## src/panel_pkg.sv

```systemverilog
`default_nettype none

package panel_pkg;

    localparam int PIXEL_WIDTH = 64;
    localparam int PIXEL_HEIGHT = 32;
    localparam int PIXEL_COUNT = PIXEL_WIDTH * PIXEL_HEIGHT;

    typedef logic [$clog2(PIXEL_WIDTH)-1:0] column_t;
    typedef logic [$clog2(PIXEL_HEIGHT)-1:0] row_t;
    // one extra bit so a full-panel span fits.
    typedef logic [$clog2(PIXEL_WIDTH):0] col_span_t;
    typedef logic [$clog2(PIXEL_HEIGHT):0] row_span_t;
    // row in the upper bits, column in the lower bits.
    typedef logic [$clog2(PIXEL_COUNT)-1:0] pixel_addr_t;
    // rgb565.
    typedef logic [15:0] color_t;
    typedef logic [7:0] cmd_byte_t;

    typedef logic [11:0] wb_addr_t;
    typedef logic [15:0] wb_data_t;

    localparam cmd_byte_t CMD_FILLRECT = 8'h01;
    localparam cmd_byte_t CMD_BLANK = 8'h02;

    // address bit 11 selects a pixel read.
    localparam int PIXEL_SEL_BIT = 11;
    localparam wb_addr_t REG_CMD = 12'h000;
    localparam int STATUS_BUSY_BIT = 0;

endpackage

`default_nettype wire

```

## src/wb_cmd_port.sv

```systemverilog
`default_nettype none

module wb_cmd_port (
    input  wire logic                   clk,
    input  wire logic                   reset,
    input  wire logic                   wb_cyc,
    input  wire logic                   wb_stb,
    input  wire logic                   wb_we,
    input  wire panel_pkg::wb_addr_t    wb_adr,
    input  wire panel_pkg::wb_data_t    wb_dat_w,
    output panel_pkg::wb_data_t         wb_dat_r,
    output logic                        wb_ack,
    input  wire logic                   ready_for_data,
    input  wire logic                   busy,
    output logic                        cmd_valid,
    output panel_pkg::cmd_byte_t        cmd_data,
    output panel_pkg::pixel_addr_t      rd_addr,
    input  wire panel_pkg::color_t      rd_color
);

    logic access;
    logic cmd_write;
    logic go;
    logic wait_state;

    // a new access, not the cycle that is already being acked.
    assign access = wb_cyc && wb_stb && !wb_ack;
    assign cmd_write = wb_we && (wb_adr == panel_pkg::REG_CMD);
    // command writes stall until the sequencer can take a byte.
    assign go = !cmd_write || ready_for_data;

    always_ff @(posedge clk or posedge reset) begin
        if (reset) begin
            wait_state <= 1'b0;
            wb_ack <= 1'b0;
            cmd_valid <= 1'b0;
        end else begin
            wb_ack <= 1'b0;
            cmd_valid <= 1'b0;
            if (!access) begin
                wait_state <= 1'b0;
            end else if (go) begin
                if (wait_state) begin
                    wait_state <= 1'b0;
                    wb_ack <= 1'b1;
                    cmd_valid <= cmd_write;
                end else begin
                    wait_state <= 1'b1;
                end
            end
        end
    end

    // byte handed over together with the ack.
    always_ff @(posedge clk) begin
        if (access && go && wait_state) begin
            cmd_data <= wb_dat_w[7:0];
        end
    end

    // memory sees the address through the wait state.
    assign rd_addr = wb_adr[$bits(panel_pkg::pixel_addr_t)-1:0];

    always_comb begin
        wb_dat_r = '0;
        if (wb_adr[panel_pkg::PIXEL_SEL_BIT]) begin
            wb_dat_r = rd_color;
        end else if (wb_adr == panel_pkg::REG_CMD) begin
            wb_dat_r[panel_pkg::STATUS_BUSY_BIT] = busy;
        end
    end

endmodule

`default_nettype wire

```

## config.mk

```make
export PLATFORM = sky130hd
export DESIGN_NAME = wb_cmd_port
export DESIGN_NICKNAME = d
export VERILOG_FILES = /design/src/panel_pkg.sv /design/src/wb_cmd_port.sv
export SDC_FILE = /design/constraint.sdc
export NUM_CORES = 1
export LEC_CHECK = 0
export BUFFER_PORTS_ARGS = -buffer_cell sky130_fd_sc_hd__buf_2
export CORE_MARGIN = 4
export CORE_UTILIZATION = 27
export DETAILED_ROUTE_END_ITERATION = 8
export PLACE_DENSITY = 0.75
export SYNTH_ARGS = -nofsm -noshare
export SYNTH_HDL_FRONTEND = slang
export SYNTH_SLANG_ARGS = --single-unit
```

## constraint.sdc

```tcl
create_clock -name clk -period 1.3 [get_ports clk]
set_input_delay 0.13 -clock clk [delete_from_list [all_inputs] [get_ports clk]]
set_output_delay 0.13 -clock clk [all_outputs]
set_load 0.01 [all_outputs]
```

**Word-level counts from Yosys, hierarchy flattened**

Cells that the tools add are included.
Widths: inputs -> output; s select.

- Equal/unequal tests: 1
- Muxes and demuxes: 12
- Reductions and logical operators: 9

Operators with widths:

| cell | number |
|---|---|
| $mux 15 | 1 |
| $logic_not 12->1 | 1 |
| $mux 1 | 11 |
| $logic_and 1x1->1 | 5 |
| $logic_not 1->1 | 2 |
| $ne 2x1->1 const B | 1 |
| $logic_or 1x1->1 | 1 |

- Register bits: 11
- Input bits: 51
- Output and inout port bits: 37
- Word-level logic and storage cells: 26

**Logic depth before layout (Yosys ltp)**

- Depth after elaboration: 6
- Mapped depth: 3
- Mapped depth without buffers: 3

**Least setup slack after synthesis**

No wires, ideal clock.

- Kind: input -> register
- From: input port wb_adr[2]
- To: register cmd_data[0], enable pin
- Arrival: 1276 ps
- Required time: 1014 ps
- Setup slack: -261 ps
- Cell stages on the path: 3
- Path buffers: 0
- Path through: or4_1 nor4_1 nor2_1

- Word-level cells in the longest chain between the ends: 6

Ends and longest elaborated chain:

| item | line | text |
|---|---|---|
| start, declared | wb_cmd_port.sv:9 | `input wire panel_pkg::wb_addr_t wb_adr,` |
| $logic_not 12->1 | wb_cmd_port.sv:28 | `assign cmd_write = wb_we && (wb_adr == panel_pkg::REG_CMD);` |
| $logic_and 1x1->1 | wb_cmd_port.sv:28 |  |
| $logic_not 1->1 | wb_cmd_port.sv:30 | `assign go = !cmd_write \|\| ready_for_data;` |
| $logic_or 1x1->1 | wb_cmd_port.sv:30 |  |
| $logic_and 1x1->1 (2 in series) | wb_cmd_port.sv:56 | `if (access && go && wait_state) begin` |
| end signal, assigned | wb_cmd_port.sv:57 | `cmd_data <= wb_dat_w[7:0];` |
| end, declared | wb_cmd_port.sv:16 | `output panel_pkg::cmd_byte_t cmd_data,` |

No other way between the ends.
A chain may end at the register's enable or synchronous reset.

**Worst setup path after layout**

- From: input port wb_adr[3]
- To: output port wb_dat_r[0]

- Word-level cells in the longest chain between the ends: 3

Ends and longest elaborated chain:

| item | line | text |
|---|---|---|
| $logic_not 12->1 | wb_cmd_port.sv:68 | `end else if (wb_adr == panel_pkg::REG_CMD) begin` |
| $mux 1 | wb_cmd_port.sv:68 |  |
| $mux 1 | wb_cmd_port.sv:66 | `if (wb_adr[panel_pkg::PIXEL_SEL_BIT]) begin` |
| end, declared | wb_cmd_port.sv:11 | `output panel_pkg::wb_data_t wb_dat_r,` |

No other way between the ends.

==> run metrics <==
largest net degree at the start of global routing=17; DR iter-0 viols=14; WS Path Type=in -> out; placed insts=roughly 160; Die Y=56.4 um; Net Sw Frac=a little under a quarter; Worst Setup Start Kind=input port; Synth Flop Type=edfxtp_1; setup slack after layout=-0.0643 ns; GRT busiest layer=met2; ant diodes=0; cell taking the most area after synthesis=edfxtp_1; die footprint=0.00318 mm^2; pre-CTS WS=-0.241 ns; Worst Path Buf+Inv=2; Root Driver=clkbuf_4; clock sink count=11; Final Net Count=~190; TritonCTS Buffers=3; Max IR drop VDD=about 400 uV; Initial Util=between 20 and 30%; number of global-route vias before repair=between 700 and 800; DRT Wirelength=1.87 mm; share of layout cells above drive strength 1=between 70 and 80%; Yosys reg bits=11; Pint=a little over 600 uW; post-synthesis xor/xnor area fraction=0%; Synth Area in Compound Gates=under 10%; ys async rst share=27.3%; combinational power share=between 20% and 30%; non-filler cells, final=163; data required time of the worst path=1.17 ns; Synth Area in Simple Gates=roughly a third; fin util=between 50% and 60%; H-tree depth=1; actual slew at the worst max-slew pin=0.291 ns; synthesized net count=~110; DRC violations left=0; Avg Inst Size Synth=roughly 12 um^2; top post-synthesis cells by area=edfxtp_1 38%, buf_4 13%, dfrtp_1 12%; min Tclk post-route=1.36 ns; combinational family with the most area after synthesis=simple AND/OR/NAND/NOR gates; PwrDens=a little over 700 mW/mm^2; Final Hold Viols=0; Clk pwr share=a little over a quarter; Total GRT Usage=11.7%; CTS clock-pin slew for the worst setup and hold paths=roughly 0.060 ns; worst hold path type=in -> reg; DR pass1 iterations=2; number of synthesized flops with an enable pin=8; GR Util met2=between 20 and 25%; Synth top cells by count=11 x and2_1, 11 x buf_4, 8 x edfxtp_1; fmax=between 700 and 800 MHz; total power=approximately 810 uW; Top cell by count, worst path=buf_6; met3 Use GR=roughly 5.1%; initial antenna violation count=0; remaining antenna violation count after routing=0; Cell Area, Synth=~630 um^2; TritonCTS clock tree=yes; total gr overflow=0; setup-violating endpoint count in the final report=9; via total after detailed routing=694; Cell Rows=17; gpl congestion=between 0.7 and 0.8; M1 GR Usage=a little under an eighth; RSZ-0062 raised after global routing=yes; Clock Skew=0.00182 ns; fin. max-slew vios=0; adder-cell share of the synthesized area=0%; CP cell instances=buf_6 -> or4_4 -> nor3_4 -> a22o_2 -> buf_6; register area share after synthesis=around half; Sequential Power Share=~48%; crit-path max cell delay=about 0.54 ns; Port Buffers=around 80; CP max-delay cell=or4_4; Clk Latency, worst-skew pair=between 0.2 and 0.3 ns; Leakage=between 0.0006 and 0.0007 uW; Yosys top cell area share=a little under two fifths; core area=0.00221 mm^2; Synth cell types=20; max_cap viols=0; Layout area overhead=78.9%; failing checks=negative setup slack; Synthesis Warnings=0; Die Width=between 50 and 60 um; delay-heaviest family, CP=simple AND/OR/NAND/NOR gates; mux contribution to synthesized area=1.58%; vias per cell=4.26; global-route wire length before repair=2.95 mm; outcome=finished with violations; Final period util=105%; Critical Path End Type=output port; worst-path maximum fanout=2; Filler Cells Inserted=about 230; WL/cell=around 11 um; CP Data Arrival Time=around 1.2 ns; Post-Synthesis Cells=55; Worst slew margin=between 80% and 90%; I/O Pins=a little under 90; P_sw=between 150 and 200 uW; Clock Tree Buf Depth=2
## placed cells by master, fill, tap and decap left out, drive strengths merged
master	count
buf	87
and2	15
edfxtp	8
clkbuf	4
or4	3
dfrtp	3
nor4	2
inv	2
nor2	2
nand2	1
or3	1
nand4b	1
nand2b	1
mux2i	1
nor3	1
a22o	1
and4	1
dlygate4sd3	1
## timing repair
| item | CTS | global route |
|---|---|---|
| setup endpoints to repair | 9 | 10 |
| hold endpoints to repair | 3 | 0 |
| resized for setup | 4 | 3 |
| setup buffers | 3 | 0 |
| cloned | 0 | 0 |
| hold buffers | 1 | 0 |
| pin swaps | 5 | 2 |
## power by group through the flow
stage | sequential (uW) | combinational, uW | clock (uW)
final | 387 | 204 | 218
after global routing | 387 | 224 | 249
after CTS | 387 | 204 | 221
after detailed placement | 394 | 193 | 0
after global placement | 394 | 189 | 0
after floorplan | 397 | 91.7 | 0
## kinds of logic (layout without fill, tap and decap cells)
kind of cell	count (synthesis)	count (layout)
buf+inv	14	94
simple gates	28	28
mux	1	1
compound gates	1	1
flops	11	11
## worst reg2reg max path, cell delays in order (launching register included)
cell	delay, ns
dfrtp_1	0.39
nand4b_1	0.28
nor2_4	0.28
## final timing paths
kind / startpoint / to / cells after the start / slack [ns]
max: wb_adr[3] / wb_dat_r[0] / 5 / -0.06
min: wb_dat_w[5] / cmd_data[5] / 1 / 0.04
max reg2reg: wb_ack / cmd_data[6] / 2 / 0.05
min reg2reg: wait_state / wait_state / 2 / 0.56
max in group asynchronous: reset / wait_state / 3 / 0.89
min in group asynchronous: reset / cmd_valid / 3 / 0.28
## metal layers
layer / vias up / wire length (um)
li1: 340 / -
met1: 289 / 627
met2: 61 / 921
met3: 4 / 292
met4: 0 / 30
met5: - / 0
## metrics by stage
step | TNS [ns] | area, um^2 | hold slack (ns)
4_1_cts | -0.448 | 1120 | 0.0385
5_1_grt | -0.949 | 1130 | 0.0222
3_3_place_gp | -2.47 | 1030 | -0.00344
6_report | -0.433 | 1130 | 0.0401
3_5_place_dp | -2.55 | 1030 | 0.00420
2_1_floorplan | -0.731 | 654 | -0.116
## area by class of cell
cell class              instances  area (um^2)  share of cell area, %
inverters                       2         7.51                  0.663
well taps                      28         35.0                   3.09
flip-flops and latches         11          315                   27.8
clock buffers                   4         26.3                   2.32
multi-input cells              30          260                   23.0
repair buffers                 88          488                   43.1
## sequential cells by signal, summed over array words and instances, names as in the netlist
signal	count
cmd_data	8
cmd_valid	1
wait_state	1
wb_ack	1
(Power assumes the default switching activity.)
