$ cat config.mk
export PLATFORM = sky130hd
export DESIGN_NAME = cmd_sequencer
export DESIGN_NICKNAME = d
export VERILOG_FILES = /design/src/panel_pkg.sv /design/src/cmd_sequencer.sv
export SDC_FILE = /design/constraint.sdc
export NUM_CORES = 1
export LEC_CHECK = 0
export BUFFER_PORTS_ARGS = -buffer_cell sky130_fd_sc_hd__buf_2
export CAP_MARGIN = 10
export CORE_ASPECT_RATIO = 0.6
export CORE_UTILIZATION = 35
export DETAILED_ROUTE_END_ITERATION = 10
export PLACE_DENSITY = 0.66
export SLEW_MARGIN = 20
export SYNTH_ARGS = -nofsm -noshare
export SYNTH_HDL_FRONTEND = slang
export SYNTH_SLANG_ARGS = --single-unit
export TNS_END_PERCENT = 5
$ cat constraint.sdc
create_clock -name clk -period 1.6 [get_ports clk]
set_input_delay 0.08 -clock clk [delete_from_list [all_inputs] [get_ports clk]]
set_output_delay 0.08 -clock clk [all_outputs]
set_load 0.02 [all_outputs]
$ cat src/panel_pkg.sv
`default_nettype none

package panel_pkg;

    localparam int PIXEL_WIDTH = 64;
    localparam int PIXEL_HEIGHT = 32;
    localparam int PIXEL_COUNT = PIXEL_WIDTH * PIXEL_HEIGHT;

    typedef logic [$clog2(PIXEL_WIDTH)-1:0] column_t;
    typedef logic [$clog2(PIXEL_HEIGHT)-1:0] row_t;
    // one extra bit so a full-panel span fits.
    typedef logic [$clog2(PIXEL_WIDTH):0] col_span_t;
    typedef logic [$clog2(PIXEL_HEIGHT):0] row_span_t;
    // row in the upper bits, column in the lower bits.
    typedef logic [$clog2(PIXEL_COUNT)-1:0] pixel_addr_t;
    // rgb565.
    typedef logic [15:0] color_t;
    typedef logic [7:0] cmd_byte_t;

    typedef logic [11:0] wb_addr_t;
    typedef logic [15:0] wb_data_t;

    localparam cmd_byte_t CMD_FILLRECT = 8'h01;
    localparam cmd_byte_t CMD_BLANK = 8'h02;

    // address bit 11 selects a pixel read.
    localparam int PIXEL_SEL_BIT = 11;
    localparam wb_addr_t REG_CMD = 12'h000;
    localparam int STATUS_BUSY_BIT = 0;

endpackage

`default_nettype wire

$ cat src/cmd_sequencer.sv
`default_nettype none

module cmd_sequencer (
    input  wire logic                   clk,
    input  wire logic                   reset,
    input  wire logic                   cmd_valid,
    input  wire panel_pkg::cmd_byte_t   cmd_data,
    output logic                        ready_for_data,
    output logic                        busy,
    output logic                        fill_start,
    output panel_pkg::column_t          fill_x1,
    output panel_pkg::row_t             fill_y1,
    output panel_pkg::col_span_t        fill_width,
    output panel_pkg::row_span_t        fill_height,
    output panel_pkg::color_t           fill_color,
    input  wire logic                   fill_done
);

    typedef enum logic [3:0] {
        S_OPCODE,
        S_X1,
        S_Y1,
        S_WIDTH,
        S_HEIGHT,
        S_COLOR_HI,
        S_COLOR_LO,
        S_START,
        S_RUNNING,
        S_DONE
    } seq_state_t;

    seq_state_t state;

    // parameter bytes as the host sent them.
    panel_pkg::cmd_byte_t x1_q;
    panel_pkg::cmd_byte_t y1_q;
    panel_pkg::cmd_byte_t width_q;
    panel_pkg::cmd_byte_t height_q;
    panel_pkg::color_t color_q;

    always_ff @(posedge clk or posedge reset) begin
        if (reset) begin
            state <= S_OPCODE;
            ready_for_data <= 1'b1;
            busy <= 1'b0;
            fill_start <= 1'b0;
        end else begin
            fill_start <= 1'b0;
            case (state)
                // done is a one-cycle wrap, and decodes like the opcode state.
                S_OPCODE, S_DONE: begin
                    state <= S_OPCODE;
                    if (cmd_valid) begin
                        if (cmd_data == panel_pkg::CMD_FILLRECT) begin
                            state <= S_X1;
                        end else if (cmd_data == panel_pkg::CMD_BLANK) begin
                            state <= S_START;
                            ready_for_data <= 1'b0;
                            busy <= 1'b1;
                        end
                    end
                end
                S_X1: begin
                    if (cmd_valid) state <= S_Y1;
                end
                S_Y1: begin
                    if (cmd_valid) state <= S_WIDTH;
                end
                S_WIDTH: begin
                    if (cmd_valid) state <= S_HEIGHT;
                end
                S_HEIGHT: begin
                    if (cmd_valid) state <= S_COLOR_HI;
                end
                S_COLOR_HI: begin
                    if (cmd_valid) state <= S_COLOR_LO;
                end
                S_COLOR_LO: begin
                    if (cmd_valid) begin
                        state <= S_START;
                        ready_for_data <= 1'b0;
                        busy <= 1'b1;
                    end
                end
                S_START: begin
                    fill_start <= 1'b1;
                    state <= S_RUNNING;
                end
                S_RUNNING: begin
                    if (fill_done) begin
                        busy <= 1'b0;
                        ready_for_data <= 1'b1;
                        state <= S_DONE;
                    end
                end
                default: state <= S_OPCODE;
            endcase
        end
    end

    always_ff @(posedge clk) begin
        if (cmd_valid) begin
            case (state)
                S_OPCODE, S_DONE: begin
                    if (cmd_data == panel_pkg::CMD_BLANK) begin
                        x1_q <= '0;
                        y1_q <= '0;
                        width_q <= panel_pkg::cmd_byte_t'(panel_pkg::PIXEL_WIDTH);
                        height_q <= panel_pkg::cmd_byte_t'(panel_pkg::PIXEL_HEIGHT);
                        color_q <= '0;
                    end
                end
                S_X1: x1_q <= cmd_data;
                S_Y1: y1_q <= cmd_data;
                S_WIDTH: width_q <= cmd_data;
                S_HEIGHT: height_q <= cmd_data;
                S_COLOR_HI: color_q[15:8] <= cmd_data;
                S_COLOR_LO: color_q[7:0] <= cmd_data;
                default: ;
            endcase
        end
    end

    assign fill_x1 = panel_pkg::column_t'(x1_q);
    assign fill_y1 = panel_pkg::row_t'(y1_q);
    assign fill_color = color_q;

    // narrow to port width. an off-panel origin becomes an empty span.
    always_comb begin
        if (x1_q >= panel_pkg::PIXEL_WIDTH) begin
            fill_width = '0;
        end else if (width_q > panel_pkg::PIXEL_WIDTH) begin
            fill_width = panel_pkg::col_span_t'(panel_pkg::PIXEL_WIDTH);
        end else begin
            fill_width = panel_pkg::col_span_t'(width_q);
        end
        if (y1_q >= panel_pkg::PIXEL_HEIGHT) begin
            fill_height = '0;
        end else if (height_q > panel_pkg::PIXEL_HEIGHT) begin
            fill_height = panel_pkg::row_span_t'(panel_pkg::PIXEL_HEIGHT);
        end else begin
            fill_height = panel_pkg::row_span_t'(height_q);
        end
    end

endmodule

`default_nettype wire

# Word level (Yosys, flattened, before mapping)
# Index checks and enable logic that the tools add are counted.
# totals
register_bits,55
wordCells,90
# op_classes
order_cmp,4
eq_ne,21
mux,38
n_reduce_logical,17
# ops
op,count
8-bit case mux with 2 select lines,6
4-bit case mux with 9 select lines,1
4-bit two-way mux,7
8-bit two-way mux,3
"2-bit != test, second input constant",10
3-bit AND reduction,6
"4-bit by 3-bit == test with 1-bit output, second input constant",4
16-bit two-way mux,1
7-bit two-way mux,2
6-bit two-way mux,2
2-bit nonzero test,6
1-bit two-way mux,11
3-bit two-way mux,3
"4-bit by 2-bit == test with 1-bit output, second input constant",2
"4-bit == test, second input constant",2
"8-bit by 1-bit == test with 1-bit output, second input constant",1
"8-bit by 2-bit == test with 1-bit output, second input constant",1
"8-bit by 6-bit >= comparator with 1-bit output, second input constant",1
"8-bit by 7-bit >= comparator with 1-bit output, second input constant",1
"8-bit by 6-bit > comparator with 1-bit output, second input constant",1
"8-bit by 7-bit > comparator with 1-bit output, second input constant",1
7-bit AND reduction,1
1-bit case mux with 3 select lines,2
6-bit AND reduction,1
other kinds (4),4

# Longest topological paths before layout
# Gate-level depths: netlist of the first run.
# logic_depth
word_depth,5
ltp_mapped,5

# Worst setup path after synthesis of the first run
# OpenSTA, ideal clock, no wires.
# synth_path
path_kind,register to register
startpoint,reg state[2]
endpoint,"reg color_q[10] (netlist: fill_color[10]), enable pin"
setup_time_ns,0.330
t_arrival_ns,1.461
required_ns,1.270
path_slack_ns,-0.191
stages_incl_launch_ff,5
synth_period_minus_slack_ns,1.791
path_cell_list,dfrtp_1 > buf_2 > nor3_1 > and3_1 > o21a_1
# synth_via
elab_chain_cells,4
# synth_rtl
element,line_no,source
"start, declared",cmd_sequencer.sv:32,seq_state_t state;
"start signal, assigned",cmd_sequencer.sv:43,state <= S_OPCODE;
"start signal, assigned",cmd_sequencer.sv:52,state <= S_OPCODE;
"start signal, assigned",cmd_sequencer.sv:55,state <= S_X1;
4-bit == test / 4-bit logical NOT (equally long branches),cmd_sequencer.sv:103,case (state)
2-bit OR reduction,cmd_sequencer.sv:103,
2-bit != test (no source line) / 2-bit nonzero test (equally long branches),--,
3-bit AND reduction (no source line) (*),--,
"end signal, assigned",cmd_sequencer.sv:117,S_COLOR_HI: color_q[15:8] <= cmd_data;
"end, declared",cmd_sequencer.sv:39,panel_pkg::color_t color_q;
# Mark *: on every way between the ends. The rest lies on a longest branch, timed or not.
# A chain may end at the register's enable or synchronous reset.

# Worst setup path after layout of the first run
# layout_path
startpoint,reg height_q[5]
endpoint,out fill_height[2]
# layout_via
elab_chain_cells,3
# layout_rtl
element,line_no,source
"start, declared",cmd_sequencer.sv:38,panel_pkg::cmd_byte_t height_q;
"start signal, assigned",cmd_sequencer.sv:109,height_q <= panel_pkg::cmd_byte_t'(panel_pkg::PIXEL_HEIGHT);
"start signal, assigned",cmd_sequencer.sv:116,S_HEIGHT: height_q <= cmd_data;
8-bit by 6-bit > comparator with 1-bit output,cmd_sequencer.sv:139,end else if (height_q > panel_pkg::PIXEL_HEIGHT) begin
6-bit two-way mux,cmd_sequencer.sv:139,
6-bit two-way mux,cmd_sequencer.sv:137,if (y1_q >= panel_pkg::PIXEL_HEIGHT) begin
"end, declared",cmd_sequencer.sv:14,"output panel_pkg::row_span_t fill_height,"
# No other way between the ends.

==> results.cfg, run 1 <==
[finish]
multiInputGateArea_um2 = 863
final_cell_mix = and2_1, buf_2, edfxtp_1, buf_4, nor2_1
design_area_um2 = 3360
syn_to_final_growth_pct = 35.0
layout.cells.non_filler = 363
final_common_cell = and2_1
layout-drive-gt1-share = 0.420
regArea_um2 = 1620
final_nets = 287
antenna_cells = 0
fillers = 599

[worst_setup_path]
reg2reg_to = fill_color[6]
rr_startpoint = state[1]
crit_chain = or3_4, nor4_4, buf_4, and2_1, buf_6
cp_data_arrival_time_ps = 1650
worstSetupPathType = flop to output port
path_buf_inv = 2
worst-r2r-setup-slack_ps = -30
slowest_delay_ps = 410
crit_path_end_kind = output port
critPathSlowestCell = or3_4
cp_top_family = simple AND/OR/NAND/NOR gates
cp-start-kind = flop
cp_data_required_time_ps = 1520
reg2reg_depth = 4
crit_path_max_fanout = 5

[pwr]
clkPwrFrac = 0.245
combPwrFrac = 0.344
switching_share = 0.312
p_int_mw = 3.43
p_sw_mw = 1.56
cellPowerDensity_nw_per_um2 = 1480
ir_drop_uv = 626
power_mw = 4.98
leakagePower_nw = 1.36
p_seq_frac = 0.411

[cts]
clock-root-buffer = clkbuf_16
cts_max_level = 2
clock_latency_ps = 290
cts_buffers = 5
cts_tree = yes
clock-sinks = 55
path_clk_slew_ps = 70
clk_path_buf_depth = 2

[synthesis]
syn-num-nets = 206
synth_fa_ha_area_frac = 0
synth-async-reset-ratio = 0.127
synth_edf_count = 48
ys_warn_count = 0
netlist_instances = 194
syn-cell-area_um2 = 2490
yosysTopAreaCellShare = 0.579
synth_top_family_by_area = simple AND/OR/NAND/NOR gates
synth_xor_area_frac = 0.00704
synth_area_leaders = edfxtp_1, and2_1, dfrtp_1
synth_seq_cells = 55
synth.area.mux_share = 0
ys.flop_type = edfxtp_1
ys_types = 32
avgSynthCellArea_um2 = 12.8
ys_seq_area_frac = 0.650
synth_compound_area_frac = 0.0584
synthSimpleGateAreaFrac = 0.237
yosysTopAreaCell = edfxtp_1

[outcome]
violations = setup timing
status = complete, but fails checks

[grt]
grt_max_degree = 17
grt.overflow.total = 0
gr-usage-all-layers = 0.162
grt_pass1_vias = 1655
grt_pass1_wl_um = 8780
antenna_found_initial = 0

[floorplanning]
core_area_um2 = 6760
initial_utilization = 0.368
io_pins = 55
rows = 23
die_h_um = 67.3
die-area_um2 = 7460
die_w_um = 111

[timing]
period_needed_ps = 1730
rsz0062_at_grt = yes
setup_viol = 14
fin_skew_ps = 7.24
slew_viol_final = 0
hold_viol = 0
setup_slack_ps = -126
finalCritPeriodShare = 1.08
tightest_slew_ps = 469
fmax_mhz = 579
slew_headroom = 0.684
fin_tns_setup_ps = -844

[placement]
io_buffer_count = 54
dp.cells = 354
post-dp-hpwl_um = 4100
gp_congestion = 0.912
place_ws_ps = -81.1
dpl-instance-area_um2 = 3080

[job]
maxCapViolCount = 0

[routing]
ant_nets = 0
vias_per_cell = 4.76
drtPass1Iterations = 6
route.detailed.drc = 0
wl_per_cell_um = 15.6
drt_iter0_markers = 109
wl_um = 5670
num_vias = 1727

[worst_hold_path]
holdPathStages = 3
hp-start = fill_done
hold_path_class = input pin to flop
whs_endpoint = ready_for_data
worst max path at each step:
stage / from / endpoint / cells past startpoint
global route: height_q[5] / fill_height[2] / 5
detailed placement: cmd_data[4] / fill_color[8] / 5
CTS: height_q[5] / fill_height[2] / 5
finish: height_q[5] / fill_height[2] / 5
floorplan: state[0] / fill_color[0] / 3
global placement: cmd_data[4] / y1_q[3] / 5
Yosys cell counts, drive strengths merged, types with 3 or more instances:
library cell and count:
edfxtp 48, a21oi 4, and2 58, o21ai 5
inv 3, nor3 7, nand2b 5, o21a 6
buf 14, nand2 3, nor4 3, dfrtp 6
nor2 10
power groups by stage:
stage               combinational, mW  clock [mW]  sequential (mW)
finish                           1.71        1.22             2.05
global route                     1.87        1.28             2.08
CTS                              1.65        1.23             2.04
detailed placement               1.64           0             2.06
global placement                 1.62           0             2.06
floorplan                       0.877           0             2.15
timing repair:
item	4_1_cts	5_1_grt
hold buffers	1	0
buffers inserted	0	0
setup endpoints to repair	15	62
hold endpoints to repair	7	0
gates resized for setup	14	11
registers in the layout, summed over array words and instances (netlist names):
signal          count
busy                1
fill_color         16
fill_start          1
height_q            8
ready_for_data      1
state               4
width_q             8
x1_q                8
y1_q                8
layer usage:
layer	part of all wire	global-route usage
met1	0.52	0.246
met2	0.39	0.219
met3	0.076	0.0485
met4	0.010	0.0500
met5	0	0
worst min-delay path, stage by stage:
cell and delay, ps:
buf_2 120, nand4b_1 120, a21oi_1 70
stage by stage:
| stage | hold slack (ps) | util |
|---|---|---|
| floorplan | -117 | - |
| global placement | 33.2 | 0.455 |
| detailed placement | 31.2 | 0.455 |
| CTS | 111 | 0.487 |
| global route | 113 | 0.496 |
| finish | 105 | 0.496 |
area by class of cell:
| type | count | area share |
|---|---|---|
| multi-input cells | 120 | 0.257 |
| repair buffers | 90 | 0.176 |
| inverters | 3 | 0.00335 |
| well taps | 87 | 0.0324 |
| clock inverters | 1 | 0.00895 |
| flip-flops and latches | 55 | 0.483 |
| clock buffers | 7 | 0.0395 |
cell families after synthesis:
| family | count (synthesis) |
|---|---|
| DFF | 55 |
| buffers and inverters | 19 |
| AOI/OAI and AO/OA | 20 |
| xor gates and xnor gates | 2 |
| and+or+nand+nor | 98 |
(Power assumes the default switching activity.)
==> run 2, diff against run 1 <==
- MAX_ROUTING_LAYER: not set -> met4
==> results.cfg, run 2 (synthesis results as in run 1) <==
[outcome]
status = complete, but fails checks
violations = setup timing

[cts]
clock_latency_ps = 290
cts_max_level = 2
clock-root-buffer = clkbuf_16
cts_buffers = 5
clk_path_buf_depth = 2
clock-sinks = 55
path_clk_slew_ps = 70
cts_setup_buffers = 0
cts_tree = yes

[routing]
vias_per_cell = 4.74
wl_um = 5690
ant_nets = 0
drt_iter0_markers = 98
route.detailed.drc = 0
drtPass1Iterations = 4
wl_per_cell_um = 15.7
num_vias = 1721

[floorplanning]
io_pins = 55
die_h_um = 67.3
core_area_um2 = 6760
initial_utilization = 0.368
die-area_um2 = 7460
rows = 23
die_w_um = 111

[worst_setup_path]
crit_path_max_fanout = 5
worst-r2r-setup-slack_ps = -30
cp_data_arrival_time_ps = 1650
reg2reg_depth = 4
cp-start-kind = flop
reg2reg_to = fill_color[7]
rr_startpoint = state[1]
cp_data_required_time_ps = 1520
worstSetupPathType = flop to output port
critPathSlowestCell = or3_4
crit_chain = or3_4, nor4_4, buf_4, and2_1, buf_6
slowest_delay_ps = 410
crit_path_end_kind = output port

[placement]
io_buffer_count = 54
dpl-instance-area_um2 = 3080
gp_congestion = 0.928
post-dp-hpwl_um = 4100

[timing]
tightest_slew_ps = 488
hold_viol = 0
fin_tns_setup_ps = -833
setup_slack_ps = -127
fin_skew_ps = 7.85
slew_headroom = 0.672
slew_viol_final = 0
rsz0062_at_grt = yes
fmax_mhz = 579
period_needed_ps = 1730
finalCritPeriodShare = 1.08
setup_viol = 14

[finish]
multiInputGateArea_um2 = 863
syn_to_final_growth_pct = 35.0
final_common_cell = and2_1
antenna_cells = 0
layout-drive-gt1-share = 0.420
final_nets = 287
fillers = 599
final_cell_mix = and2_1, buf_2, edfxtp_1, buf_4, nor2_1
regArea_um2 = 1620
largest_reg_flops = 16
design_area_um2 = 3360

[worst_hold_path]
hp-start = fill_done
whs_endpoint = ready_for_data
hold_path_class = input pin to flop
holdPathStages = 3

[pwr]
cellPowerDensity_nw_per_um2 = 1480
power_mw = 4.98
leakagePower_nw = 1.36
ir_drop_uv = 625

[grt]
gr-usage-met2 = 0.220
grt_pass1_wl_um = 8800
grt_pass1_vias = 1661
antenna_found_initial = 0
grt.overflow.total = 0
gr-usage-all-layers = 0.168
grt_max_degree = 17
grt_use_met3 = 0.0386
top_usage_layer = met1
use_met1 = 0.251

[job]
maxCapViolCount = 0
run 2: report_power, final:
part | switching (mW) | internal [mW]
clock | 0.483 | 0.741
sequential | 0.138 | 1.91
combinational | 0.936 | 0.777
run 2: cell type report:
type | count | share of cell area
flip-flops and latches | 55 | 0.483
well taps | 87 | 0.0324
repair buffers | 90 | 0.176
multi-input cells | 120 | 0.257
inverters | 3 | 0.00335
clock inverters | 1 | 0.00895
clock buffers | 7 | 0.0395
run 2: repair_timing:
| action | CTS | global route |
|---|---|---|
| hold endpoints to repair | 7 | 0 |
| resized for setup | 14 | 11 |
| hold buffers | 1 | 0 |
| setup endpoints to repair | 15 | 62 |
run 2: worst max path at each step:
| stage | startpoint | cells after the start | end |
|---|---|---|---|
| detailed placement | cmd_data[4] | 5 | fill_color[8] |
| floorplan | state[0] | 3 | fill_color[0] |
| finish | height_q[5] | 5 | fill_height[2] |
| CTS | height_q[5] | 5 | fill_height[2] |
| global route | height_q[5] | 5 | fill_height[2] |
| global placement | cmd_data[4] | 5 | y1_q[3] |
run 2: through the flow:
stage	hold slack, ps	cells	utilization	setup slack [ps]
finish	99.5	363	0.496	-127
detailed placement	31.2	354	0.455	-81.1
global placement	33.2	354	0.455	-78.3
global route	113	363	0.496	-207
CTS	111	363	0.487	-119
floorplan	-117	194	-	-21.3
run 2: per-layer routing:
layer  wire length (um)  up-vias
met1               2980      808
met3                418        7
met4                 46        0
met5                  0        -
met2               2240       72
li1                   -      834
run 2: critical path: cells and delay by family, from the launching register on:
| family | cells | cell delay, ps |
|---|---|---|
| buffers and inverters | 2 | 290 |
| DFF | 1 | 360 |
| and+or+nand+nor | 3 | 700 |
