<file path="src/panel_pkg.sv">
`default_nettype none

package panel_pkg;

    localparam int PIXEL_WIDTH = 64;
    localparam int PIXEL_HEIGHT = 32;
    localparam int PIXEL_COUNT = PIXEL_WIDTH * PIXEL_HEIGHT;

    typedef logic [$clog2(PIXEL_WIDTH)-1:0] column_t;
    typedef logic [$clog2(PIXEL_HEIGHT)-1:0] row_t;
    // one extra bit so a full-panel span fits.
    typedef logic [$clog2(PIXEL_WIDTH):0] col_span_t;
    typedef logic [$clog2(PIXEL_HEIGHT):0] row_span_t;
    // row in the upper bits, column in the lower bits.
    typedef logic [$clog2(PIXEL_COUNT)-1:0] pixel_addr_t;
    // rgb565.
    typedef logic [15:0] color_t;
    typedef logic [7:0] cmd_byte_t;

    typedef logic [11:0] wb_addr_t;
    typedef logic [15:0] wb_data_t;

    localparam cmd_byte_t CMD_FILLRECT = 8'h01;
    localparam cmd_byte_t CMD_BLANK = 8'h02;

    // address bit 11 selects a pixel read.
    localparam int PIXEL_SEL_BIT = 11;
    localparam wb_addr_t REG_CMD = 12'h000;
    localparam int STATUS_BUSY_BIT = 0;

endpackage

`default_nettype wire

</file>
<file path="src/fill_area_walker.sv">
`default_nettype none

module fill_area_walker (
    input  wire logic                   clk,
    input  wire logic                   reset,
    input  wire logic                   fill_start,
    input  wire panel_pkg::column_t     fill_x1,
    input  wire panel_pkg::row_t        fill_y1,
    input  wire panel_pkg::col_span_t   fill_width,
    input  wire panel_pkg::row_span_t   fill_height,
    input  wire panel_pkg::color_t      fill_color,
    output logic                        fill_done,
    output logic                        wr_en,
    output panel_pkg::pixel_addr_t      wr_addr,
    output panel_pkg::color_t           wr_color
);

    typedef enum logic [1:0] {
        W_IDLE,
        W_WALK,
        W_EMPTY
    } walk_state_t;

    walk_state_t state;

    panel_pkg::column_t col;
    panel_pkg::column_t x_start;
    panel_pkg::row_t row;
    panel_pkg::col_span_t x_end;
    panel_pkg::col_span_t x_end_c;
    panel_pkg::row_span_t y_end;
    panel_pkg::row_span_t y_end_c;
    logic empty_c;
    logic last_col;
    logic last_row;

    // clip the far edges to the panel.
    always_comb begin
        if (int'(fill_x1) + int'(fill_width) > panel_pkg::PIXEL_WIDTH) begin
            x_end_c = panel_pkg::col_span_t'(panel_pkg::PIXEL_WIDTH);
        end else begin
            x_end_c = panel_pkg::col_span_t'(fill_x1) + fill_width;
        end
        if (int'(fill_y1) + int'(fill_height) > panel_pkg::PIXEL_HEIGHT) begin
            y_end_c = panel_pkg::row_span_t'(panel_pkg::PIXEL_HEIGHT);
        end else begin
            y_end_c = panel_pkg::row_span_t'(fill_y1) + fill_height;
        end
        empty_c = (fill_width == '0) || (fill_height == '0);
    end

    assign last_col = (panel_pkg::col_span_t'(col) + 1'b1) == x_end;
    assign last_row = (panel_pkg::row_span_t'(row) + 1'b1) == y_end;

    always_ff @(posedge clk or posedge reset) begin
        if (reset) begin
            state <= W_IDLE;
            fill_done <= 1'b0;
        end else begin
            fill_done <= 1'b0;
            case (state)
                W_IDLE: begin
                    if (fill_start) state <= empty_c ? W_EMPTY : W_WALK;
                end
                W_WALK: begin
                    if (last_col && last_row) begin
                        state <= W_IDLE;
                        fill_done <= 1'b1;
                    end
                end
                // nothing to draw, still report done.
                W_EMPTY: begin
                    state <= W_IDLE;
                    fill_done <= 1'b1;
                end
                default: state <= W_IDLE;
            endcase
        end
    end

    always_ff @(posedge clk) begin
        if (state == W_IDLE && fill_start) begin
            col <= fill_x1;
            row <= fill_y1;
            x_start <= fill_x1;
            x_end <= x_end_c;
            y_end <= y_end_c;
        end else if (state == W_WALK) begin
            if (last_col) begin
                col <= x_start;
                row <= row + 1'b1;
            end else begin
                col <= col + 1'b1;
            end
        end
    end

    assign wr_en = (state == W_WALK);
    assign wr_addr = {row, col};
    assign wr_color = fill_color;

endmodule

`default_nettype wire

</file>
<file path="config.mk">
export PLATFORM = sky130hd
export DESIGN_NAME = fill_area_walker
export DESIGN_NICKNAME = d
export VERILOG_FILES = /design/src/panel_pkg.sv /design/src/fill_area_walker.sv
export SDC_FILE = /design/constraint.sdc
export NUM_CORES = 1
export LEC_CHECK = 0
export ABC_AREA = 0
export ABC_CLOCK_PERIOD_IN_PS = 2500
export BUFFER_PORTS_ARGS = -buffer_cell sky130_fd_sc_hd__buf_2
export CORE_ASPECT_RATIO = 1.2
export CORE_MARGIN = 2
export CORE_UTILIZATION = 49
export DETAILED_ROUTE_END_ITERATION = 10
export HOLD_SLACK_MARGIN = 0.12
export PLACE_DENSITY_LB_ADDON = 0.3
export SKIP_CTS_REPAIR_TIMING = 1
export SLEW_MARGIN = 40
export SYNTH_ARGS = -nofsm -noshare
export SYNTH_HDL_FRONTEND = slang
export SYNTH_SLANG_ARGS = --single-unit
export TNS_END_PERCENT = 5
</file>
<file path="constraint.sdc">
create_clock -name clk -period 2.5 [get_ports clk]
set_input_delay 0.75 -clock clk [delete_from_list [all_inputs] [get_ports clk]]
set_output_delay 0.75 -clock clk [all_outputs]
set_load 0.05 [all_outputs]
</file>
Word level (Yosys, flattened, before mapping)
Index checks and enable logic that the tools add are counted.
{ "totals": {"ff_bits": 33, "wordCells": 45, "input_bits": 43, "output_inout_bits": 29} }
{ "op_classes": {"n_mux": 12, "n_lt_le_gt_ge": 2, "add_sub_neg": 8, "n_eq_ne": 6, "n_reduce_logical": 10} }
{ "ops": {"columns": ["operator", "n"], "rows": [
  ["6-bit two-way mux", 3],
  ["5-bit two-way mux", 3],
  ["6-bit by 7-bit adder with 8-bit output", 1],
  ["8-bit by 7-bit greater-than comparator with 1-bit output (second input constant)", 1],
  ["5-bit by 6-bit adder with 7-bit output", 1],
  ["6-bit by 1-bit adder with 7-bit output (second input constant)", 1],
  ["6-bit by 7-bit adder with 7-bit output", 1],
  ["7-bit equality test", 1],
  ["7-bit by 6-bit greater-than comparator with 1-bit output (second input constant)", 1],
  ["7-bit zero test", 1],
  ["5-bit by 1-bit adder with 6-bit output (second input constant)", 1],
  ["5-bit by 6-bit adder with 6-bit output", 1],
  ["6-bit by 1-bit adder with 6-bit output (second input constant)", 1],
  ["6-bit equality test", 1],
  ["6-bit zero test", 1],
  ["2-bit two-way mux", 3],
  ["5-bit by 1-bit adder with 5-bit output (second input constant)", 1],
  ["2-bit case mux with 2 select lines", 1],
  ["2-bit AND reduction", 2],
  ["2-bit nonzero test", 2],
  ["2-bit by 1-bit equality test with 1-bit output (second input constant)", 1],
  ["2-bit equality test (second input constant)", 1],
  ["1-bit logical AND", 2],
  ["2-bit zero test", 1],
  ["other kinds (5)", 5]
]} }

Logic depth before layout (Yosys ltp)
Gate-level depths: netlist of the first run.
{ "logic_depth": {"ltp_word": 5, "depth_mapped": 9, "ltp_nobuf": 9} }

Worst setup path after synthesis of the first run
No wires, ideal clock.
{ "synth_path": {"path_kind": "input to register", "startpoint": "input fill_x1[0]", "endpoint": "register x_end[0] (data pin)", "t_required_ns": 2.359, "setup_ns": 0.141, "path_slack_ns": -0.027, "path_buffers": 0, "arrival_time_ns": 2.386, "stages": 8, "cell_sequence": "ha_1 fa_1 a21o_1 a21oi_1 o21bai_1 a211o_1 a21boi_0 nor2b_1"} }
{ "synth_between": {"elab_chain_cells": 2, "word_cells_on_any_way": 3, "cone_classes": "add/sub (2); order compare (1)"} }
{ "synth_lines": {"columns": ["item", "line_no", "rtl"], "rows": [
  ["start, declared", "fill_area_walker.sv:7", "input wire panel_pkg::column_t fill_x1,"],
  ["6-bit by 7-bit adder with 8-bit output", "fill_area_walker.sv:39", "if (int'(fill_x1) + int'(fill_width) > panel_pkg::PIXEL_WIDTH) begin"],
  ["8-bit by 7-bit greater-than comparator with 1-bit output", "fill_area_walker.sv:39", null],
  ["end signal, assigned", "fill_area_walker.sv:86", "x_end <= x_end_c;"],
  ["end, declared", "fill_area_walker.sv:29", "panel_pkg::col_span_t x_end;"]
]} }
Parallel ways exist; a longest one is shown, timed or not.
A chain may end at the register's enable or synchronous reset.

Worst setup path after layout of the first run
Ends and elaborated chain as after synthesis.

==> results.cfg, run 1 <==
[floorplanning]
core_area_um2 = 4590
fp-row-count = 27
initial_core_util_pct = 50.6
die_w_um = 66.9
pin_count = 72
die_area_um2 = 5310
die_y_um = 79.4

[sta]
tightestPinTransition_ns = 0.390
slew_viol_final = 0
skew_ns = 0.00704
timing.fmax_ghz = 0.426
post-route-period-util_pct = 93.9
slew_headroom_pct = 73.3
rsz0062_at_grt = no
min_period_ns = 2.35
finalSetupViolCount = 0
report.final.hold_viol_count = 0

[critical_path]
path_cells = buf_2 -> ha_1 -> fa_1 -> a21o_1 -> a21oi_2 -> xnor2_1 -> and3_1 -> a21boi_0 -> nor2b_1
start_kind = input port
cp_max_fo = 2
cp_slowest_stage_delay_ns = 0.39
crit_path_end_kind = flip-flop
arrival_ns = 2.38
crit_buf_inv = 1
crit_type = input port to flip-flop
critical_path.top_delay_family = adder cells
crit_path_top_delay_cell = fa_1
critPathRequiredTime_ns = 2.53
reg2reg_slack_ns = 0.27

[power]
seq_power_share_pct = 36.4
ir_drop_uv = 320
power_leakage_nw = 1.15
finalPower_mw = 2.62
pwr-share-comb_pct = 48.9
p_sw_share_pct = 42.0
clkPwrFrac_pct = 14.6
power_density_nw_per_um2 = 984
internal_power_mw = 1.52
netSwitchingPower_mw = 1.10

[placed_design]
dpl.cell_count = 317
placed_area_um2 = 2570
dp_hpwl_um = 3330
portBuffers = 39
gp_congestion = 0.843

[yosys]
yosysTopAreaCell = edfxtp_1
synth_nets = 283
ys_seq_elements = 33
synth_area_um2 = 2320
synth.area.top_cells = edfxtp_1 39%, ha_1 8.6%, xnor2_1 6.4%, buf_4 5.2%, nor2_1 3.4%
yosysWarnings = 0
synth.top_cell.area_share_pct = 38.8
syn_avg_cell_area_um2 = 10.5
ys_seq_area_share_pct = 42.0
synthCells = 222
synth_cell_types = 49

[cells_and_area]
num_antenna_cells = 0
finalInstanceArea_um2 = 2660
finalNetCount = 327
instances_no_fill = 325
layout-drive-gt1-share_pct = 27.0
area_growth_pct = 14.5

[grt]
grt_usage_pct = 18.3
grt_pass1_wl_um = 7270
overflow = 0
grt_pass1_vias = 1671
antenna_found_initial = 0
grt_max_degree = 31

[detailed_routing]
first_pass_iters = 4
drt_first_iter_violations = 64
drt-total-wl_um = 4180
drc = 0
vias = 1677
vias_per_cell = 5.16
wl_per_cell_um = 12.9
drtAntennaViolNets = 0

[clocking]
clock_path_buffers = 2
cts.sinks = 33
cts_max_level = 2
numCtsBuffers = 5
clkTransAtPathRegs_ns = 0.07
tritoncts = done
insertion_delay_ns = 0.28
clockRootBuffer = clkbuf_8

[hold_path]
hp-class = input port to asynchronous set/reset pin

[run_status]
status = finished, final reports clean

[job]
drv_cap = 0
per-layer routing:
metal	part of all wire, %	GRT usage, %
met1	44	22.2
met2	50	30.8
met3	4.3	4.09
met4	1.9	7.96
met5	0	0
synth_stat cells (all sizes together):
library cell and instances:
o31ai 1, xnor3 2, buf 17, o21bai 2
and4 2, a2111oi 1, inv 14, o21ai 10
a21boi 1, a211o 1, clkbuf 2, ha 16
a21o 6, nor3b 1, nor2 21, a21oi 7
nand2b 1, a311oi 1, and3 2, xnor2 17
o21a 1, o211a 1, a22o 1, xor2 6
nor2b 7, o311ai 1, a31o 1, nand3 7
and4b 1, or2 1, edfxtp 30, mux2i 4
nor3 3, nand2 17, a211oi 1, a31oi 2
nand3b 1, dfrtp 3, nor4 4, nand4 2
o32ai 1, fa 2
area by class of cell:
cell class / instances / area (µm²)
Clock inverter: 3 / 17.5
Multi-Input combinational cell: 156 / 1150
Timing Repair Buffer: 56 / 323
Clock buffer: 5 / 68.8
Tap cell: 58 / 72.6
Inverter: 14 / 52.6
Fill cell: 421 / 1930
Sequential cell: 33 / 976
cell usage in the layout (no fill, tap or decap), types with 14 or more instances in the layout:
cell type,instances
nor2_1,21
buf_4,17
edfxtp_1,30
ha_1,16
inv_1,14
xnor2_1,17
nand2_1,17
buf_2,39
through the flow:
step | setup TNS (ns) | hold slack (ns) | setup slack, ns | util (%)
after detailed placement | -0.867 | 0.600 | -0.165 | 56.0
after CTS | 0 | 0.308 | 0.143 | 57.9
after global placement | -0.515 | 0.575 | -0.119 | 56.0
after floorplan | 0 | 0.504 | 0.00809 | -
after global routing | 0 | 0.313 | 0.0403 | 57.9
final | 0 | 0.312 | 0.152 | 57.9
power groups by stage:
stage | Combinational (mW) | Sequential [mW] | Clock [mW]
global placement | 1.27 | 0.963 | 0
CTS | 1.30 | 0.956 | 0.391
detailed placement | 1.29 | 0.966 | 0
finish | 1.28 | 0.954 | 0.383
global route | 1.43 | 0.975 | 0.412
floorplan | 0.797 | 1.22 | 0
cell families after synthesis:
group / Yosys count / share of synthesized area [%]
AO/OA/AOI/OAI: 39 / 11.6
multiplexers: 4 / 1.72
buffers and inverters: 33 / 8.62
adder cells (fa/ha/maj): 18 / 10.3
XOR/XNOR: 25 / 10.6
flip-flops: 33 / 42.0
AND/OR/NAND/NOR: 70 / 15.1
final timing paths:
kind | from | end | cells past startpoint
worst min-delay path | reset | fill_done | 2
worst max-delay path | fill_x1[0] | x_end[0] | 9
min in group clk | x_start[1] | col[1] | 2
worst min register to register | x_start[1] | col[1] | 2
max in group asynchronous | reset | state[0] | 2
worst max register to register | col[1] | row[4] | 7
state kept, by name (all words and copies together), names as in the netlist:
signal / count
fill_done: 1
y_end: 6
row: 5
col: 6
state: 2
x_start: 6
x_end: 7
worst register-to-register path, cell delays in order, from the launching register on:
cell      delay, ns
edfxtp_1       0.45
ha_1           0.24
xnor2_1        0.23
xnor2_1        0.10
nor4_2         0.22
and4_4         0.37
nand2_1        0.10
nand2_1        0.20
Note: power is estimated with default switching activity, not from simulation.
==> run 2: changes to the inputs <==
Settings changed: ABC_AREA 0 to 1, PLACE_DENSITY from default to 0.86, PLACE_DENSITY_LB_ADDON 0.3 to default.
==> run 2 against run 1 <==
Sequential power is 2.6% higher. Register-to-register slack barely moved. Clock power is 24% higher. Non-clock buffer count fell by 7. Core utilization decreased by 1.3 points. Die area grew 5.9%. Worst setup slack gained 0.042 ns. Critical path depth is 3 higher. Critical endpoint is now y_end[4]. Highest routed layer unchanged.
==> results.cfg, run 2 <==
[run_status]
status = finished, final reports clean

[sta]
skew_ns = 0.00842
rsz0062_at_grt = no
slew_viol_final = 0
timing.fmax_ghz = 0.434
setup-tns-final_ns = 0
post-route-period-util_pct = 92.2
tightestPinTransition_ns = 0.377
report.final.hold_viol_count = 0
worst_slack_ns = 0.194
slew_headroom_pct = 74.8
min_period_ns = 2.31
finalSetupViolCount = 0

[detailed_routing]
vias_per_cell = 5.19
drc = 0
drt_first_iter_violations = 98
drt-total-wl_um = 4760
wl_per_cell_um = 11.9
first_pass_iters = 4
drtAntennaViolNets = 0
vias = 2075

[hold_path]
hp-class = input port to asynchronous set/reset pin

[yosys]
synth-edff-count = 30
ys_seq_elements = 33
yosysTopAreaCell = edfxtp_1
syn_avg_cell_area_um2 = 8.17
synth_nets = 363
synth_ff_type = edfxtp_1
synth_cell_types = 30
synth_area_um2 = 2470
ys_seq_area_share_pct = 39.6
yosysWarnings = 0
yosysMostFrequentCell = nand2_1
synth.top_cell.area_share_pct = 36.5
synth_common_cells = 84 x nand2_1, 38 x inv_1, 30 x edfxtp_1
synthCells = 302
synth.area.top_cells = edfxtp_1 37%, nand2_1 13%, ha_1 8.1%, inv_1 5.8%, buf_4 5.2%
async_reset_ff_share_pct = 9.09

[grt]
overflow = 0
grt_pass1_vias = 1945
grt_usage_pct = 18.7
grt_pass1_wl_um = 8000
antenna_found_initial = 0
grt_max_degree = 20

[cells_and_area]
layout_commonest_cell = nand2_1
top_register = x_end
num_antenna_cells = 0
fillCellCount = 423
largest_register_ffs = 7
finalNetCount = 400
seqCellArea_um2 = 976
multi_input_area_um2 = 1210
layout_common_cells = 84 x nand2_1, 39 x buf_2, 38 x inv_1
area_growth_pct = 12.5
layout-drive-gt1-share_pct = 19.4

[critical_path]
critPathRequiredTime_ns = 2.54
crit_path_end_kind = flip-flop
start_kind = input port
arrival_ns = 2.34
crit_type = input port to flip-flop
cp_max_fo = 4

[job]
drv_cap = 0

[power]
ir_drop_uv = 319
power_leakage_nw = 1.36
power_density_nw_per_um2 = 1020

[floorplanning]
die_area_um2 = 5620
die_y_um = 81.7
core_area_um2 = 4900
initial_core_util_pct = 50.3
fp-row-count = 28
pin_count = 72
die_w_um = 68.8

[placed_design]
dp_hpwl_um = 3900
portBuffers = 39
dp_slack_ns = -0.158
gp_congestion = 0.797

[clocking]
tritoncts = done
insertion_delay_ns = 0.28
clkTransAtPathRegs_ns = 0.07
clockRootBuffer = clkbuf_8
numCtsBuffers = 5
clock_path_buffers = 2
cts.sinks = 33
cts_max_level = 2
## run 2: changes by cell type after synthesis, sizes merged, moves of 4 or more
cell,before,now
nand2,17,88
inv,14,38
nand3,7,20
xnor2,17,6
a21oi,7,15
nor2b,7,0
a21o,6,0
nand4,2,7
mux2i,4,0
nand3b,1,5
o21ai,10,14
## run 2: metrics by stage
stage	hold slack, ns	power [mW]	instance area (µm²)	std cells	utilization (%)
2_1_floorplan	0.467	2.09	2470	302	-
3_3_place_gp	0.496	2.29	2670	392	54.4
5_1_grt	0.314	3.04	2780	400	56.6
3_5_place_dp	0.503	2.35	2670	392	54.4
4_1_cts	0.322	2.83	2780	400	56.6
6_report	0.319	2.83	2780	400	56.6
## run 2: cell type report
class,instances,area share [%]
multi-input combinational,212,43.4
sequential,33,35.2
timing repair buffer,49,9.73
inverter,38,5.14
tap,60,2.70
clock buffer,6,2.61
clock inverter,2,1.22
## run 2: cells by family after synthesis
family | synth area share [%]
AOI/OAI and AO/OA | 8.67
xor gates and xnor gates | 4.26
DFF | 39.6
and+or+nand+nor | 26.2
adders and majority gates | 9.74
buffers and inverters | 11.6
## run 2: per-layer routing
metal,GRT usage (%),vias up,wire (µm)
li1,-,1058,-
met1,22.0,955,2000
met2,33.1,55,2440
met3,3.01,7,244
met4,7.84,0,87
met5,0,-,0
## run 2: power by group
group | internal, mW | total (mW) | switching (mW)
clock network | 0.294 | 0.475 | 0.181
registers | 0.834 | 0.979 | 0.145
logic | 0.440 | 1.37 | 0.933
total | 1.57 | 2.83 | 1.26
## run 2: path summary, 6_finish.rpt
path / endpoint / cells past startpoint / startpoint / slack, ns
setup / recovery: y_end[4] / 12 / fill_y1[0] / 0.19
hold / removal: fill_done / 2 / reset / 0.32
setup reg to reg: row[1] / 8 / col[1] / 0.28
hold reg to reg: state[0] / 2 / state[0] / 0.51
max in group asynchronous: state[1] / 2 / reset / 2.04
min in group clk: state[0] / 2 / state[0] / 0.51
## run 2: worst max-delay path, stage by stage
cell      delay, ns
buf_2          0.11
ha_1           0.16
inv_1          0.05
fa_1           0.39
o21ai_1        0.19
buf_4          0.13
xor2_1         0.18
nor3_1         0.08
nand3b_1       0.14
nand2_1        0.07
nand2_1        0.05
inv_1          0.03
==> run 3: changes to the inputs <==
Settings changed: CORE_UTILIZATION 49 to 40, GPL_TIMING_DRIVEN from default to 0, PLACE_DENSITY 0.86 to 0.74.
==> run 3 against run 2 <==
Global-route usage shrank 2.8 points. Clock power shrank 20%. Non-clock buffer count grew 25. Maximum frequency shrank 2.2%. Via count grew 3.2%. Power shrank 1.7%. Hold slack lost 0.0022 ns. Sequential share of layout area shrank 1.9 points. Flip-flop and latch count is the same.
==> results.cfg, run 3 (synthesis gave the netlist of run 2 again) <==
[power]
finalPower_mw = 2.78
power_density_nw_per_um2 = 946
ir_drop_uv = 321
power_leakage_nw = 1.46

[detailed_routing]
vias_per_cell = 4.79
drt-total-wl_um = 5130
met2_length_um = 2700
vias = 2142
drtAntennaViolNets = 0
wl_per_cell_um = 11.5
drt_first_iter_violations = 105
drc = 0
met1_length_um = 2130
first_pass_iters = 6
top_layer_used = met4
wl_met3_um = 196

[clocking]
clockRootBuffer = clkbuf_8
numCtsBuffers = 5
clock_path_buffers = 2
cts.sinks = 33
clkTransAtPathRegs_ns = 0.07
cts_max_level = 2
tritoncts = done
insertion_delay_ns = 0.28

[grt]
overflow = 0
grt_max_degree = 29
grt_pass1_wl_um = 8510
antenna_found_initial = 0
grt_usage_pct = 15.9
grt_pass1_vias = 2031

[sta]
report.final.hold_viol_count = 0
timing.fmax_ghz = 0.424
min_period_ns = 2.36
rsz0062_at_grt = yes
slew_viol_final = 0
skew_ns = 0.00492
tightestPinTransition_ns = 0.583
post-route-period-util_pct = 94.3
slew_headroom_pct = 61.2
finalSetupViolCount = 0

[floorplanning]
pin_count = 72
die_y_um = 90.0
initial_core_util_pct = 41.0
core_area_um2 = 6010
fp-row-count = 31
die_area_um2 = 6820
die_w_um = 75.7

[placed_design]
dp_hpwl_um = 4280
placed_area_um2 = 2850
gp_congestion = 0.818
portBuffers = 55

[critical_path]
crit_path_end_kind = flip-flop
start_kind = input port
crit_type = input port to flip-flop
critPathRequiredTime_ns = 2.55
cp_max_fo = 4
arrival_ns = 2.41

[cells_and_area]
layout-drive-gt1-share_pct = 25.5
layout_commonest_cell = nand2_1
num_antenna_cells = 0
area_growth_pct = 19.0
top_register = x_end
largest_register_ffs = 7
layout_common_cells = 84 x nand2_1, 55 x buf_2, 38 x inv_1
finalNetCount = 425
finalInstanceArea_um2 = 2940

[job]
drv_cap = 0

[hold_path]
hp-class = input port to asynchronous set/reset pin

[run_status]
status = finished, final reports clean
==> run 3: cell types whose count changed in the layout (fill, tap and decap cells not counted), sizes merged <==
cell and change:
buf +24, bufinv -1, clkinv +2
==> run 3: stage by stage <==
stage / TNS [ns] / hold slack [ns] / worst slack [ns] / util, % / cells
final: 0 / 0.317 / 0.142 / 48.8 / 447
after global routing: -0.0156 / 0.329 / -0.0156 / 48.8 / 447
after floorplan: 0 / 0.467 / 0.0370 / - / 302
after global placement: -1.39 / 0.495 / -0.214 / 47.3 / 439
after detailed placement: -1.87 / 0.496 / -0.232 / 47.3 / 439
after CTS: 0 / 0.315 / 0.0611 / 48.7 / 447
==> run 3: power breakdown <==
group	leakage (nW)	switching, mW	internal [mW]
registers	0.331	0.161	0.835
clock network	0.0430	0.191	0.187
logic	1.08	0.963	0.441
==> run 3: per-layer routing <==
layer / vias to the layer above / GRT usage, %
li1: 1109 / -
met1: 983 / 19.2
met2: 43 / 27.1
met3: 7 / 2.47
met4: 0 / 6.58
met5: - / 0
==> run 3: worst paths after layout <==
kind                                startpoint         to  slack [ns]  cells past startpoint
min in group clk                      state[1]   state[1]        0.51                      2
worst min-delay path                     reset  fill_done        0.32                      2
worst max-delay path            fill_height[0]   y_end[4]        0.14                     11
max in group asynchronous                reset   state[0]        2.05                      2
worst max register to register          col[0]     row[4]        0.23                      8
worst min register to register        state[1]   state[1]        0.51                      2
==> run 3: layout make-up <==
type | count | area (µm²)
Fill cell | 576 | 3080
Sequential cell | 33 | 976
Inverter | 38 | 143
Clock buffer | 5 | 68.8
Clock inverter | 3 | 12.5
Buffer | 19 | 144
Multi-Input combinational cell | 212 | 1210
Tap cell | 82 | 103
Timing Repair Buffer | 55 | 275
==> run 3: worst max-delay path, stage by stage <==
cell and delay, ns:
buf_2 0.10, ha_1 0.18, inv_1 0.06, fa_1 0.41, o21ai_1 0.22, a21oi_1 0.08, or2_2 0.30, nand3b_1 0.15
nand2_1 0.07, nand2_1 0.05, inv_1 0.03
